===== config.mk =====
export PLATFORM = sky130hd
export DESIGN_NAME = rv_pipe
export DESIGN_NICKNAME = d
export VERILOG_FILES = /design/src/rv_pipe_pkg.sv /design/src/pipe_if.sv /design/src/fetch_unit.sv /design/src/decode_unit.sv /design/src/execute_unit.sv /design/src/rv_pipe.sv
export VERILOG_INCLUDE_DIRS = /design/src /design/src/include
export SDC_FILE = /design/constraint.sdc
export NUM_CORES = 2
export LEC_CHECK = 0
export BUFFER_PORTS_ARGS = -buffer_cell sky130_fd_sc_hd__buf_2
export CORE_ASPECT_RATIO = 0.5
export CORE_UTILIZATION = 41
export DETAILED_ROUTE_END_ITERATION = 7
export HOLD_SLACK_MARGIN = 0.12
export PLACE_DENSITY = 0.57
export SYNTH_ARGS = -nofsm -noshare
export SYNTH_HDL_FRONTEND = slang
export SYNTH_SLANG_ARGS = --single-unit

===== constraint.sdc =====
create_clock -name clk_i -period 16.9 [get_ports clk_i]
set_input_delay 3.38 -clock clk_i [delete_from_list [all_inputs] [get_ports clk_i]]
set_output_delay 3.38 -clock clk_i [all_outputs]
set_load 0.05 [all_outputs]

===== src/include/rv_pipe_defs.svh =====
`ifndef RV_PIPE_DEFS_SVH
`define RV_PIPE_DEFS_SVH

// Datapath widths
`define XLEN            32
`define INSTR_BIT       32
`define REG_ADDR_BIT    5
`define NUM_REGS        32

// First fetch address
`define RESET_PC        32'h0000_0000

// funct3 values of the kept ALU ops
`define F3_ADD          3'b000
`define F3_XOR          3'b100
`define F3_OR           3'b110
`define F3_AND          3'b111

// Branch funct3 values
`define F3_BEQ          3'b000
`define F3_BNE          3'b001

`define F7_SUB          7'b0100000

`endif


===== src/rv_pipe_pkg.sv =====
`include "rv_pipe_defs.svh"

package rv_pipe_pkg;

// Major opcodes, encoded as the RV32I opcode field
typedef enum logic [6:0] {
    OP_NONE   = 7'b0000000,
    OP_IMM    = 7'b0010011,
    OP_REG    = 7'b0110011,
    OP_LUI    = 7'b0110111,
    OP_BRANCH = 7'b1100011,
    OP_JAL    = 7'b1101111
} opcode_e;

typedef enum logic [2:0] {
    ALU_ADD    = 3'd0,
    ALU_SUB    = 3'd1,
    ALU_AND    = 3'd2,
    ALU_OR     = 3'd3,
    ALU_XOR    = 3'd4,
    ALU_PASS_B = 3'd5
} alu_op_e;

// Decoded instruction handed from decode to execute
typedef struct packed {
    logic [`XLEN-1:0]           pc;
    opcode_e                    opcode;
    alu_op_e                    alu_op;
    logic [`REG_ADDR_BIT-1:0]   rd;
    logic [`XLEN-1:0]           operand_a;
    logic [`XLEN-1:0]           operand_b;
    logic [`XLEN-1:0]           rs2_value;
    logic [`XLEN-1:0]           imm;
    logic                       branch_ne;
} uop_t;

endpackage


===== src/pipe_if.sv =====
`timescale 1ns/100ps
`include "rv_pipe_defs.svh"

// Item moves on a rising edge with valid and ready both high,
// flush drops whatever the producer holds
interface pipe_if;

    logic                   valid;
    logic                   ready;
    logic [`XLEN-1:0]       pc;
    logic [`INSTR_BIT-1:0]  instr;
    logic                   flush;

    modport producer (
        output valid,
        output pc,
        output instr,
        input  ready,
        input  flush
    );

    modport consumer (
        input  valid,
        input  pc,
        input  instr,
        input  flush,
        output ready
    );

endinterface


===== src/fetch_unit.sv =====
`timescale 1ns/100ps
`include "rv_pipe_defs.svh"

module fetch_unit (
    input  logic                    clk_i,
    input  logic                    rst_i,

    // Instruction request
    output logic                    imem_req_valid_o,
    output logic [`XLEN-1:0]        imem_req_addr_o,
    input  logic                    imem_req_ready_i,

    // Instruction response
    input  logic                    imem_rsp_valid_i,
    input  logic [`INSTR_BIT-1:0]   imem_rsp_data_i,
    output logic                    imem_rsp_ready_o,

    input  logic                    redirect_valid_i,
    input  logic [`XLEN-1:0]        redirect_pc_i,

    pipe_if.producer                fd_o
);

logic                   req_valid_r;
logic [`XLEN-1:0]       req_addr_r;
logic                   outstanding_r;
logic                   discard_r;
logic [`XLEN-1:0]       pc_r;
logic                   buf_valid_r;
logic [`XLEN-1:0]       buf_pc_r;
logic [`INSTR_BIT-1:0]  buf_instr_r;

logic                   req_fire_w;
logic                   rsp_fire_w;
logic                   handoff_w;
logic                   issue_w;

assign req_fire_w = req_valid_r && imem_req_ready_i;
assign rsp_fire_w = imem_rsp_valid_i && imem_rsp_ready_o;
assign handoff_w  = fd_o.valid && fd_o.ready;

// Nothing in flight and the buffer is free after this edge
assign issue_w = !req_valid_r && !outstanding_r
              && (!buf_valid_r || handoff_w || fd_o.flush);

always_ff @(posedge clk_i) begin
    if (rst_i) begin
        req_valid_r   <= 1'b0;
        outstanding_r <= 1'b0;
        discard_r     <= 1'b0;
        buf_valid_r   <= 1'b0;
        pc_r          <= `RESET_PC;
    end
    else begin
        if (req_fire_w) begin
            req_valid_r <= 1'b0;
        end
        else if (issue_w) begin
            req_valid_r <= 1'b1;
        end

        if (req_fire_w) begin
            outstanding_r <= 1'b1;
        end
        else if (rsp_fire_w) begin
            outstanding_r <= 1'b0;
        end

        // Response still owed for a squashed path
        if (rsp_fire_w) begin
            discard_r <= 1'b0;
        end
        else if (redirect_valid_i && (req_valid_r || outstanding_r)) begin
            discard_r <= 1'b1;
        end

        if (redirect_valid_i) begin
            pc_r <= redirect_pc_i;
        end
        else if (rsp_fire_w && !discard_r) begin
            pc_r <= req_addr_r + 32'd4;
        end

        if (fd_o.flush) begin
            buf_valid_r <= 1'b0;
        end
        else if (rsp_fire_w && !discard_r) begin
            buf_valid_r <= 1'b1;
        end
        else if (handoff_w) begin
            buf_valid_r <= 1'b0;
        end
    end
end

always_ff @(posedge clk_i) begin
    if (issue_w) begin
        req_addr_r <= redirect_valid_i ? redirect_pc_i : pc_r;
    end
    if (rsp_fire_w && !discard_r) begin
        buf_pc_r    <= req_addr_r;
        buf_instr_r <= imem_rsp_data_i;
    end
end

assign imem_req_valid_o = req_valid_r;
assign imem_req_addr_o  = req_addr_r;
assign imem_rsp_ready_o = !buf_valid_r;

assign fd_o.valid = buf_valid_r;
assign fd_o.pc    = buf_pc_r;
assign fd_o.instr = buf_instr_r;

endmodule


===== src/decode_unit.sv =====
`timescale 1ns/100ps
`include "rv_pipe_defs.svh"

module decode_unit
    import rv_pipe_pkg::*;
(
    input  logic                        clk_i,
    input  logic                        rst_i,

    pipe_if.consumer                    fd_i,
    input  logic                        redirect_valid_i,

    // Writeback port into the register file
    input  logic                        wb_valid_i,
    input  logic [`REG_ADDR_BIT-1:0]    wb_rd_i,
    input  logic [`XLEN-1:0]            wb_data_i,

    output uop_t                        uop_o,
    output logic                        uop_valid_o
);

logic [`XLEN-1:0]           regs_r [1:`NUM_REGS-1];
uop_t                       uop_r;
logic                       uop_valid_r;

logic [`REG_ADDR_BIT-1:0]   rs1_w;
logic [`REG_ADDR_BIT-1:0]   rs2_w;
logic [`REG_ADDR_BIT-1:0]   rd_w;
logic [2:0]                 funct3_w;
logic [6:0]                 funct7_w;
logic [`XLEN-1:0]           imm_i_w;
logic [`XLEN-1:0]           imm_u_w;
logic [`XLEN-1:0]           imm_b_w;
logic [`XLEN-1:0]           imm_j_w;
logic [`XLEN-1:0]           rs1_val_w;
logic [`XLEN-1:0]           rs2_val_w;
logic                       hazard_w;
logic                       take_w;

uop_t                       uop_cmb;
alu_op_e                    alu_f3_cmb;
logic                       f3_ok_cmb;
logic                       use_rs1_cmb;
logic                       use_rs2_cmb;

assign rs1_w    = fd_i.instr[19:15];
assign rs2_w    = fd_i.instr[24:20];
assign rd_w     = fd_i.instr[11:7];
assign funct3_w = fd_i.instr[14:12];
assign funct7_w = fd_i.instr[31:25];

assign imm_i_w = {{20{fd_i.instr[31]}}, fd_i.instr[31:20]};
assign imm_u_w = {fd_i.instr[31:12], 12'b0};
assign imm_b_w = {{20{fd_i.instr[31]}}, fd_i.instr[7], fd_i.instr[30:25],
                  fd_i.instr[11:8], 1'b0};
assign imm_j_w = {{12{fd_i.instr[31]}}, fd_i.instr[19:12], fd_i.instr[20],
                  fd_i.instr[30:21], 1'b0};

// Register read with write-through from the writeback register
assign rs1_val_w = (rs1_w == '0) ? '0
                 : (wb_valid_i && wb_rd_i == rs1_w) ? wb_data_i : regs_r[rs1_w];
assign rs2_val_w = (rs2_w == '0) ? '0
                 : (wb_valid_i && wb_rd_i == rs2_w) ? wb_data_i : regs_r[rs2_w];

always_comb begin
    f3_ok_cmb  = 1'b1;
    alu_f3_cmb = ALU_ADD;
    case (funct3_w)
        `F3_ADD: alu_f3_cmb = ALU_ADD;
        `F3_XOR: alu_f3_cmb = ALU_XOR;
        `F3_OR:  alu_f3_cmb = ALU_OR;
        `F3_AND: alu_f3_cmb = ALU_AND;
        default: f3_ok_cmb  = 1'b0;
    endcase
end

always_comb begin
    uop_cmb.pc        = fd_i.pc;
    uop_cmb.opcode    = OP_NONE;
    uop_cmb.alu_op    = ALU_ADD;
    uop_cmb.rd        = '0;
    uop_cmb.operand_a = rs1_val_w;
    uop_cmb.operand_b = rs2_val_w;
    uop_cmb.rs2_value = rs2_val_w;
    uop_cmb.imm       = imm_i_w;
    uop_cmb.branch_ne = 1'b0;
    use_rs1_cmb       = 1'b0;
    use_rs2_cmb       = 1'b0;
    case (fd_i.instr[6:0])
        OP_IMM: begin
            if (f3_ok_cmb) begin
                uop_cmb.opcode    = OP_IMM;
                uop_cmb.alu_op    = alu_f3_cmb;
                uop_cmb.rd        = rd_w;
                uop_cmb.operand_b = imm_i_w;
                use_rs1_cmb       = 1'b1;
            end
        end
        OP_REG: begin
            if (f3_ok_cmb && (funct7_w == 7'b0
                    || (funct7_w == `F7_SUB && funct3_w == `F3_ADD))) begin
                uop_cmb.opcode = OP_REG;
                uop_cmb.alu_op = funct7_w[5] ? ALU_SUB : alu_f3_cmb;
                uop_cmb.rd     = rd_w;
                use_rs1_cmb    = 1'b1;
                use_rs2_cmb    = 1'b1;
            end
        end
        OP_LUI: begin
            uop_cmb.opcode    = OP_LUI;
            uop_cmb.alu_op    = ALU_PASS_B;
            uop_cmb.rd        = rd_w;
            uop_cmb.operand_b = imm_u_w;
        end
        OP_BRANCH: begin
            if (funct3_w == `F3_BEQ || funct3_w == `F3_BNE) begin
                uop_cmb.opcode    = OP_BRANCH;
                uop_cmb.imm       = imm_b_w;
                uop_cmb.branch_ne = (funct3_w == `F3_BNE);
                use_rs1_cmb       = 1'b1;
                use_rs2_cmb       = 1'b1;
            end
        end
        OP_JAL: begin
            uop_cmb.opcode = OP_JAL;
            uop_cmb.rd     = rd_w;
            uop_cmb.imm    = imm_j_w;
        end
        default: begin
            uop_cmb.opcode = OP_NONE;
        end
    endcase
end

// Source waits one cycle on the result still in the output register
assign hazard_w = fd_i.valid && uop_valid_r && (uop_r.rd != '0)
               && ((use_rs1_cmb && rs1_w == uop_r.rd)
                || (use_rs2_cmb && rs2_w == uop_r.rd));

assign fd_i.ready = !hazard_w;
assign take_w     = fd_i.valid && fd_i.ready && !fd_i.flush;

always_ff @(posedge clk_i) begin
    if (rst_i) begin
        uop_valid_r <= 1'b0;
    end
    else if (redirect_valid_i) begin
        uop_valid_r <= 1'b0;
    end
    else begin
        uop_valid_r <= take_w;
    end
end

always_ff @(posedge clk_i) begin
    if (take_w) begin
        uop_r <= uop_cmb;
    end
    if (wb_valid_i && wb_rd_i != '0) begin
        regs_r[wb_rd_i] <= wb_data_i;
    end
end

assign uop_o       = uop_r;
assign uop_valid_o = uop_valid_r;

endmodule


===== src/execute_unit.sv =====
`timescale 1ns/100ps
`include "rv_pipe_defs.svh"

module execute_unit
    import rv_pipe_pkg::*;
(
    input  logic                        clk_i,
    input  logic                        rst_i,

    input  uop_t                        uop_i,
    input  logic                        uop_valid_i,

    // Fetch redirect for taken branches and jumps
    output logic                        redirect_valid_o,
    output logic [`XLEN-1:0]            redirect_pc_o,

    output logic                        wb_valid_o,
    output logic [`REG_ADDR_BIT-1:0]    wb_rd_o,
    output logic [`XLEN-1:0]            wb_data_o,
    output logic [`XLEN-1:0]            wb_pc_o
);

logic [`XLEN-1:0]           alu_result_cmb;
logic [`XLEN-1:0]           result_cmb;
logic [`XLEN-1:0]           link_w;
logic                       branch_taken_w;
logic                       jump_w;

logic                       wb_valid_r;
logic [`REG_ADDR_BIT-1:0]   wb_rd_r;
logic [`XLEN-1:0]           wb_data_r;
logic [`XLEN-1:0]           wb_pc_r;

always_comb begin
    case (uop_i.alu_op)
        ALU_ADD:    alu_result_cmb = uop_i.operand_a + uop_i.operand_b;
        ALU_SUB:    alu_result_cmb = uop_i.operand_a - uop_i.operand_b;
        ALU_AND:    alu_result_cmb = uop_i.operand_a & uop_i.operand_b;
        ALU_OR:     alu_result_cmb = uop_i.operand_a | uop_i.operand_b;
        ALU_XOR:    alu_result_cmb = uop_i.operand_a ^ uop_i.operand_b;
        ALU_PASS_B: alu_result_cmb = uop_i.operand_b;
        default:    alu_result_cmb = '0;
    endcase
end

assign link_w = uop_i.pc + 32'd4;

// Branches, jumps and no-ops retire with zero data
always_comb begin
    case (uop_i.opcode)
        OP_IMM, OP_REG, OP_LUI: result_cmb = alu_result_cmb;
        OP_JAL:                 result_cmb = link_w;
        default:                result_cmb = '0;
    endcase
end

// BNE inverts the equality compare
assign branch_taken_w = uop_valid_i && (uop_i.opcode == OP_BRANCH)
                     && ((uop_i.operand_a == uop_i.rs2_value) ^ uop_i.branch_ne);
assign jump_w         = uop_valid_i && (uop_i.opcode == OP_JAL);

assign redirect_valid_o = branch_taken_w || jump_w;
assign redirect_pc_o    = uop_i.pc + uop_i.imm;

always_ff @(posedge clk_i) begin
    if (rst_i) begin
        wb_valid_r <= 1'b0;
    end
    else begin
        wb_valid_r <= uop_valid_i;
    end
end

always_ff @(posedge clk_i) begin
    if (uop_valid_i) begin
        wb_rd_r   <= uop_i.rd;
        wb_data_r <= result_cmb;
        wb_pc_r   <= uop_i.pc;
    end
end

assign wb_valid_o = wb_valid_r;
assign wb_rd_o    = wb_rd_r;
assign wb_data_o  = wb_data_r;
assign wb_pc_o    = wb_pc_r;

endmodule


===== src/rv_pipe.sv =====
`timescale 1ns/100ps
`include "rv_pipe_defs.svh"

module rv_pipe
    import rv_pipe_pkg::*;
(
    input  logic                        clk_i,
    input  logic                        rst_i,

    // Instruction port
    output logic                        imem_req_valid_o,
    output logic [`XLEN-1:0]            imem_req_addr_o,
    input  logic                        imem_req_ready_i,
    input  logic                        imem_rsp_valid_i,
    input  logic [`INSTR_BIT-1:0]       imem_rsp_data_i,
    output logic                        imem_rsp_ready_o,

    // Retire trace
    output logic                        retire_valid_o,
    output logic [`XLEN-1:0]            retire_pc_o,
    output logic [`REG_ADDR_BIT-1:0]    retire_rd_o,
    output logic [`XLEN-1:0]            retire_data_o
);

pipe_if fd_if ();

uop_t                       uop_w;
logic                       uop_valid_w;
logic                       redirect_valid_w;
logic [`XLEN-1:0]           redirect_pc_w;
logic                       wb_valid_w;
logic [`REG_ADDR_BIT-1:0]   wb_rd_w;
logic [`XLEN-1:0]           wb_data_w;
logic [`XLEN-1:0]           wb_pc_w;

// Execute redirect squashes the fetch buffer
assign fd_if.flush = redirect_valid_w;

fetch_unit fetch_i (
    .clk_i              ( clk_i ),
    .rst_i              ( rst_i ),
    .imem_req_valid_o   ( imem_req_valid_o ),
    .imem_req_addr_o    ( imem_req_addr_o ),
    .imem_req_ready_i   ( imem_req_ready_i ),
    .imem_rsp_valid_i   ( imem_rsp_valid_i ),
    .imem_rsp_data_i    ( imem_rsp_data_i ),
    .imem_rsp_ready_o   ( imem_rsp_ready_o ),
    .redirect_valid_i   ( redirect_valid_w ),
    .redirect_pc_i      ( redirect_pc_w ),
    .fd_o               ( fd_if.producer )
);

decode_unit decode_i (
    .clk_i              ( clk_i ),
    .rst_i              ( rst_i ),
    .fd_i               ( fd_if.consumer ),
    .redirect_valid_i   ( redirect_valid_w ),
    .wb_valid_i         ( wb_valid_w ),
    .wb_rd_i            ( wb_rd_w ),
    .wb_data_i          ( wb_data_w ),
    .uop_o              ( uop_w ),
    .uop_valid_o        ( uop_valid_w )
);

execute_unit execute_i (
    .clk_i              ( clk_i ),
    .rst_i              ( rst_i ),
    .uop_i              ( uop_w ),
    .uop_valid_i        ( uop_valid_w ),
    .redirect_valid_o   ( redirect_valid_w ),
    .redirect_pc_o      ( redirect_pc_w ),
    .wb_valid_o         ( wb_valid_w ),
    .wb_rd_o            ( wb_rd_w ),
    .wb_data_o          ( wb_data_w ),
    .wb_pc_o            ( wb_pc_w )
);

assign retire_valid_o = wb_valid_w;
assign retire_pc_o    = wb_pc_w;
assign retire_rd_o    = wb_rd_w;
assign retire_data_o  = wb_data_w;

endmodule


* Word level (Yosys, flattened, before mapping)
Memories as Yosys holds them, arrays and structs flattened. A register that Yosys moved wholly into a read port is not among the register bits. Cells that the tools add are included. Widths: inputs -> output; s select.
Word-level totals: word-level logic and storage cells 137, RAM bits 992, output and inout bits 104, memories kept 1, register bits 336, bits of input ports 36
Operators by class: multiplexer cells 32, $add $sub $neg 5, bitwise logic cells 4, reductions and logical operators 50, eq/ne operators 24
Memory list:
- decode_i.regs_r | words 31, width 32, rd ports 2, clocked after memory_dff 2, write ports 1, RTL line decode_unit.sv:22 | logic [`XLEN-1:0] regs_r [1:`NUM_REGS-1];
Operator list (count):
- $mux 32 | 6
- $pmux 32 s6 | 1
- $pmux 32 s2 | 2
- $add 32x3->32 const B | 2
- $add 32x32->32 | 2
- $pmux 20 s2 | 1
- $eq 7x6->1 const B | 5
- $pmux 7 s5 | 1
- $and 32x32->32 | 1
- $eq 32x32->1 | 1
- $or 32x32->32 | 1
- $sub 32x32->32 | 1
- $xor 32x32->32 | 1
- $eq 7x7->1 const B | 4
- $mux 13 | 2
- $logic_and 1x1->1 | 20
- $pmux 3 s3 | 2
- $eq 3x3->1 const B | 5
- $eq 5x5->1 | 3
- $pmux 5 s3 | 1
- $eq 7x5->1 const B | 2
- $mux 14 | 1
- $logic_not 5->1 | 2
- $mux 1 | 10
- 18 further kinds | 38

* Depth between registers and ports, before layout
depth in word-level cells 14, depth in mapped cells 18, mapped depth without buffers 18

* Modules after synthesis
From an unflattened synthesis, not the netlist that was laid out.
Unflattened totals: cell total of the unflattened synthesis 4463, area total of the unflattened synthesis 67249.5 um^2
Modules (own cells, without submodules):
- decode_unit | area each 52664.3 um^2, instances 1, cells each 2938, sequential area each 34733.3 um^2
- execute_unit | area each 9125.0 um^2, instances 1, cells each 1084, sequential area each 2092.0 um^2
- fetch_unit | area each 5460.2 um^2, instances 1, cells each 441, sequential area each 3603.5 um^2

* Least setup slack after synthesis
Ideal clock, no wire load.
path kind reg-to-reg, from register decode_i.uop_valid_r (netlist: decode_i.uop_valid_o), to register decode_i.uop_r (netlist bit decode_i.uop_o[0]), enable pin, library setup time 0.690 ns, cell stages (with the launch flop) 7, required time 16.210 ns, period minus slack after synthesis 9.712 ns, setup slack 7.188 ns, buffers on the path 2, arrival time 9.022 ns, cells stage by stage dfxtp_1 nand4_1 o21ba_2 or3_1 clkbuf_1 clkbuf_1 nor2_1
On the way: longest elaborated chain between the ends 6, elaborated cells between the ends (all ways) 11, classes of those cells reduce/logical: 11
RTL lines:
- from (decl) | RTL line decode_unit.sv:24 | logic uop_valid_r;
- from (signal assigned) | RTL line decode_unit.sv:151 | uop_valid_r <= take_w;
- $logic_and 1x1->1 (2 in a row) | RTL line decode_unit.sv:136 | assign hazard_w = fd_i.valid && uop_valid_r && (uop_r.rd != '0)
- $logic_and 1x1->1 | RTL line decode_unit.sv:137 | && ((use_rs1_cmb && rs1_w == uop_r.rd)
- $logic_not 1->1 | RTL line decode_unit.sv:140 | assign fd_i.ready = !hazard_w;
- $logic_and 1x1->1 | RTL line decode_unit.sv:141 | assign take_w = fd_i.valid && fd_i.ready && !fd_i.flush;
- $logic_and 1x1->1 * | RTL line decode_unit.sv:141
- net decode_i.take_w | RTL line decode_unit.sv:38 | logic take_w;
- to (signal assigned) | RTL line decode_unit.sv:157 | uop_r <= uop_cmb;
- to (decl) | RTL line decode_unit.sv:23 | uop_t uop_r;
The timed path passes the listed nets; every way through them passes the cells marked *. A chain may end at the register's enable or synchronous reset.

* Final worst setup path
from register execute_i.wb_data_r[22] (netlist: execute_i.wb_data_o[22]), to output port retire_data_o[22]
RTL lines:
- from (decl) | RTL line execute_unit.sv:31 | logic [`XLEN-1:0] wb_data_r;
- from (signal assigned) | RTL line execute_unit.sv:77 | wb_data_r <= result_cmb;
- to (decl) | RTL line rv_pipe.sv:22 | output logic [`XLEN-1:0] retire_data_o
No word-level cell between the ends.

==> results.ini <==
[cts]
htreeDepth = 4
clkLatencyLatePin_ns = 0.78
clock_sinks = 1364
clk_pin_slew_ns = 0.07
postCtsSetupRepairBufs = 0
cts_tree = yes
cts_made_buffers = 133
cts-root-buf = clkbuf_16
post_cts_resized = 0
clk_path_buf_depth = 3
hold_buffers = 0

[final_layout]
nFillCells = 13900
finalNonFillerCells = 6744
area_growth_pct = 11.7
final_nets = 4630
drive_gt1_frac = 0.227
stdcell_area_sq_um = 75000
multiInputGateArea_sq_um = 25400
final-seq-area_sq_um = 40500

[synthesis]
synth_flop_cell = edfxtp_1
synth_area_per_cell_sq_um = 15.5
synth_common_cells = edfxtp_1 (1,321), mux4_2 (463), a21oi_1 (264)
ys_ff_latch = 1364
netlist.area_leader.share = 0.590
synth_area_leaders = edfxtp_1 (59%), mux4_2 (16%), mux2i_1 (3.1%), ha_1 (2.4%), a21oi_1 (2.0%)
async_flop_share = 0
syn_area_sq_um = 67200
yosysMostFrequentCell = edfxtp_1
synth.distinct_cells = 84
synth_enable_flop_cells = 1321
yosys_warnings = 0
syn-num-nets = 4505
syn-instance-count = 4338
synth_largest_area_cell = edfxtp_1
ys_seq_area_frac = 0.603

[detailed_routing]
routed_wl_microns = 223000
routedWlPerCell_microns = 33.0
firstDrtPassIters = 6
avgViaCountPerCell = 6.35
drt_first_iter_violations = 5857
drc_errors = 0
vias = 42800
drtAntennaViolNets = 0

[critical_path]
worst-setup-path-type = flip-flop to output pin
critPathTopFamily = flip-flops
slowest_delay_ns = 1.23
cp.required_ns = 13.52
cpMaxStageDelayCell = edfxtp_1
worst-path-buf-inv = 1
cp_max_fo = 34
arrival_ns = 2.51
setup.worst_path.end_class = output pin
path_cells = buf_2
startpoint_type = flip-flop

[timing]
finalCriticalPeriod_ns = 5.89
setup_viol = 0
hold_violations = 0
whs_ns = 0.420
fin_tns_setup_ns = 0
rsz0062_at_grt = false
fin_skew_ns = 0.0321
fin_crit_sh = 0.349
worst_slew_pin_slew_ns = 1.45
maxSlewViolCount = 0
slew_headroom = 0.0344
max_freq_ghz = 0.170

[pwr]
power.total_mw = 7.81
vdd_drop_max_mv = 0.0646
power.leakage_nw = 25.2
power.density_nw_per_um2 = 104

[status]
status = completed

[run]
cap_violations = 0

[grt]
antenna_found_initial = 9
gr-usage-all-layers = 0.266
grt_pass1_wl_microns = 312000
grt_max_degree = 94
grt_pass1_vias = 41700
grt.overflow.total = 0

[floorplanning]
fp.dieH_microns = 288
coreArea_sq_um = 162000
io_pins = 140
rows = 104
initial_utilization = 0.416
die_area_sq_um = 166000
chipWidth_microns = 575

[placement]
io_buffers = 139
place_area_sq_um = 70800
hpwl_microns = 134000
gp_congestion = 0.906
placed_cells = 6501

[hold_path]
hp-class = flip-flop to flip-flop

-- path summary, 6_finish.rpt --
kind / endpoint / slack, ns / cells past startpoint / startpoint
setup / recovery: retire_data_o[22] / 11.01 / 1 / execute_i.wb_data_o[22]$_DFFE_PP_
hold / removal: decode_i.uop_o[168]$_DFFE_PP_ / 0.42 / 0 / fetch_i.fd_o.pc[24]$_DFFE_PP_
setup reg to reg: decode_i.uop_o[107]$_SDFFCE_PN0P_ / 11.55 / 9 / decode_i.uop_o[105]$_SDFFCE_PN0P_
hold reg to reg: decode_i.uop_o[168]$_DFFE_PP_ / 0.42 / 0 / fetch_i.fd_o.pc[24]$_DFFE_PP_
-- cells in the final DEF (no fill, tap or decap), types with 26 or more instances in the layout --
cell type  instances
mux4_2           463
a221oi_1          51
ha_1             129
o221ai_1          31
edfxtp_1        1321
nand3_1           57
clkbuf_16        137
inv_1             89
a211oi_1          41
clkbuf_1          28
nor3_1            56
dfxtp_1           37
clkinv_1          26
nor2_1           182
a21o_1            41
nor2b_1           35
mux2i_1          210
buf_4            122
nand2_1          262
nor2_4            32
o211ai_1          63
xor2_1           100
buf_2            139
xnor2_1           83
mux2_2            40
o21ai_0          129
a22oi_1           42
a21oi_1          263
-- report_power, final --
group / switching [mW] / total (mW) / internal (mW) / leakage (nW)
clock network: 1.33 / 3.01 / 1.68 / 2.09
registers: 0.0930 / 3.85 / 3.76 / 12.6
logic: 0.573 / 0.944 / 0.371 / 10.6
-- kinds of logic after synthesis --
group,Yosys count,synth area share
buffers and inverters,367,0.0234
adder cells (fa/ha/maj),131,0.0246
multiplexers,714,0.193
XOR/XNOR,183,0.0238
flip-flops,1364,0.603
AND/OR/NAND/NOR,799,0.0565
AO/OA/AOI/OAI,780,0.0754
-- layer usage --
| metal | track usage | wire (microns) |
|---|---|---|
| met1 | 0.379 | 92000 |
| met2 | 0.412 | 101000 |
| met3 | 0.0615 | 24600 |
| met4 | 0.0716 | 5550 |
| met5 | 0 | 12 |
-- layout make-up --
type                    instances  area share
flip-flops and latches       1364       0.540
multi-input cells            2607       0.339
clock buffers                 168      0.0476
well taps                    2173      0.0362
repair buffers                267      0.0232
clock inverters                73     0.00939
inverters                      90     0.00454
diodes                          2   0.0000667
-- flip-flops by register name (all words and copies together) (netlist names), named ones only --
signal,count
decode_i.regs_r,992
decode_i.uop_o,164
decode_i.uop_valid_o,1
execute_i.wb_data_o,32
execute_i.wb_pc_o,32
execute_i.wb_rd_o,5
execute_i.wb_valid_o,1
fetch_i.discard_r,1
fetch_i.fd_o.instr,32
fetch_i.fd_o.pc,32
fetch_i.fd_o.valid,1
fetch_i.imem_req_addr_o,32
fetch_i.imem_req_valid_o,1
fetch_i.outstanding_r,1
fetch_i.pc_r,32
-- stage by stage --
| step | worst slack (ns) | util |
|---|---|---|
| floorplan | 7.19 | - |
| global placement | 11.08 | 0.437 |
| detailed placement | 11.07 | 0.437 |
| CTS | 10.98 | 0.464 |
| global route | 10.92 | 0.464 |
| finish | 11.01 | 0.464 |
Power figures use the tool's default switching activity.
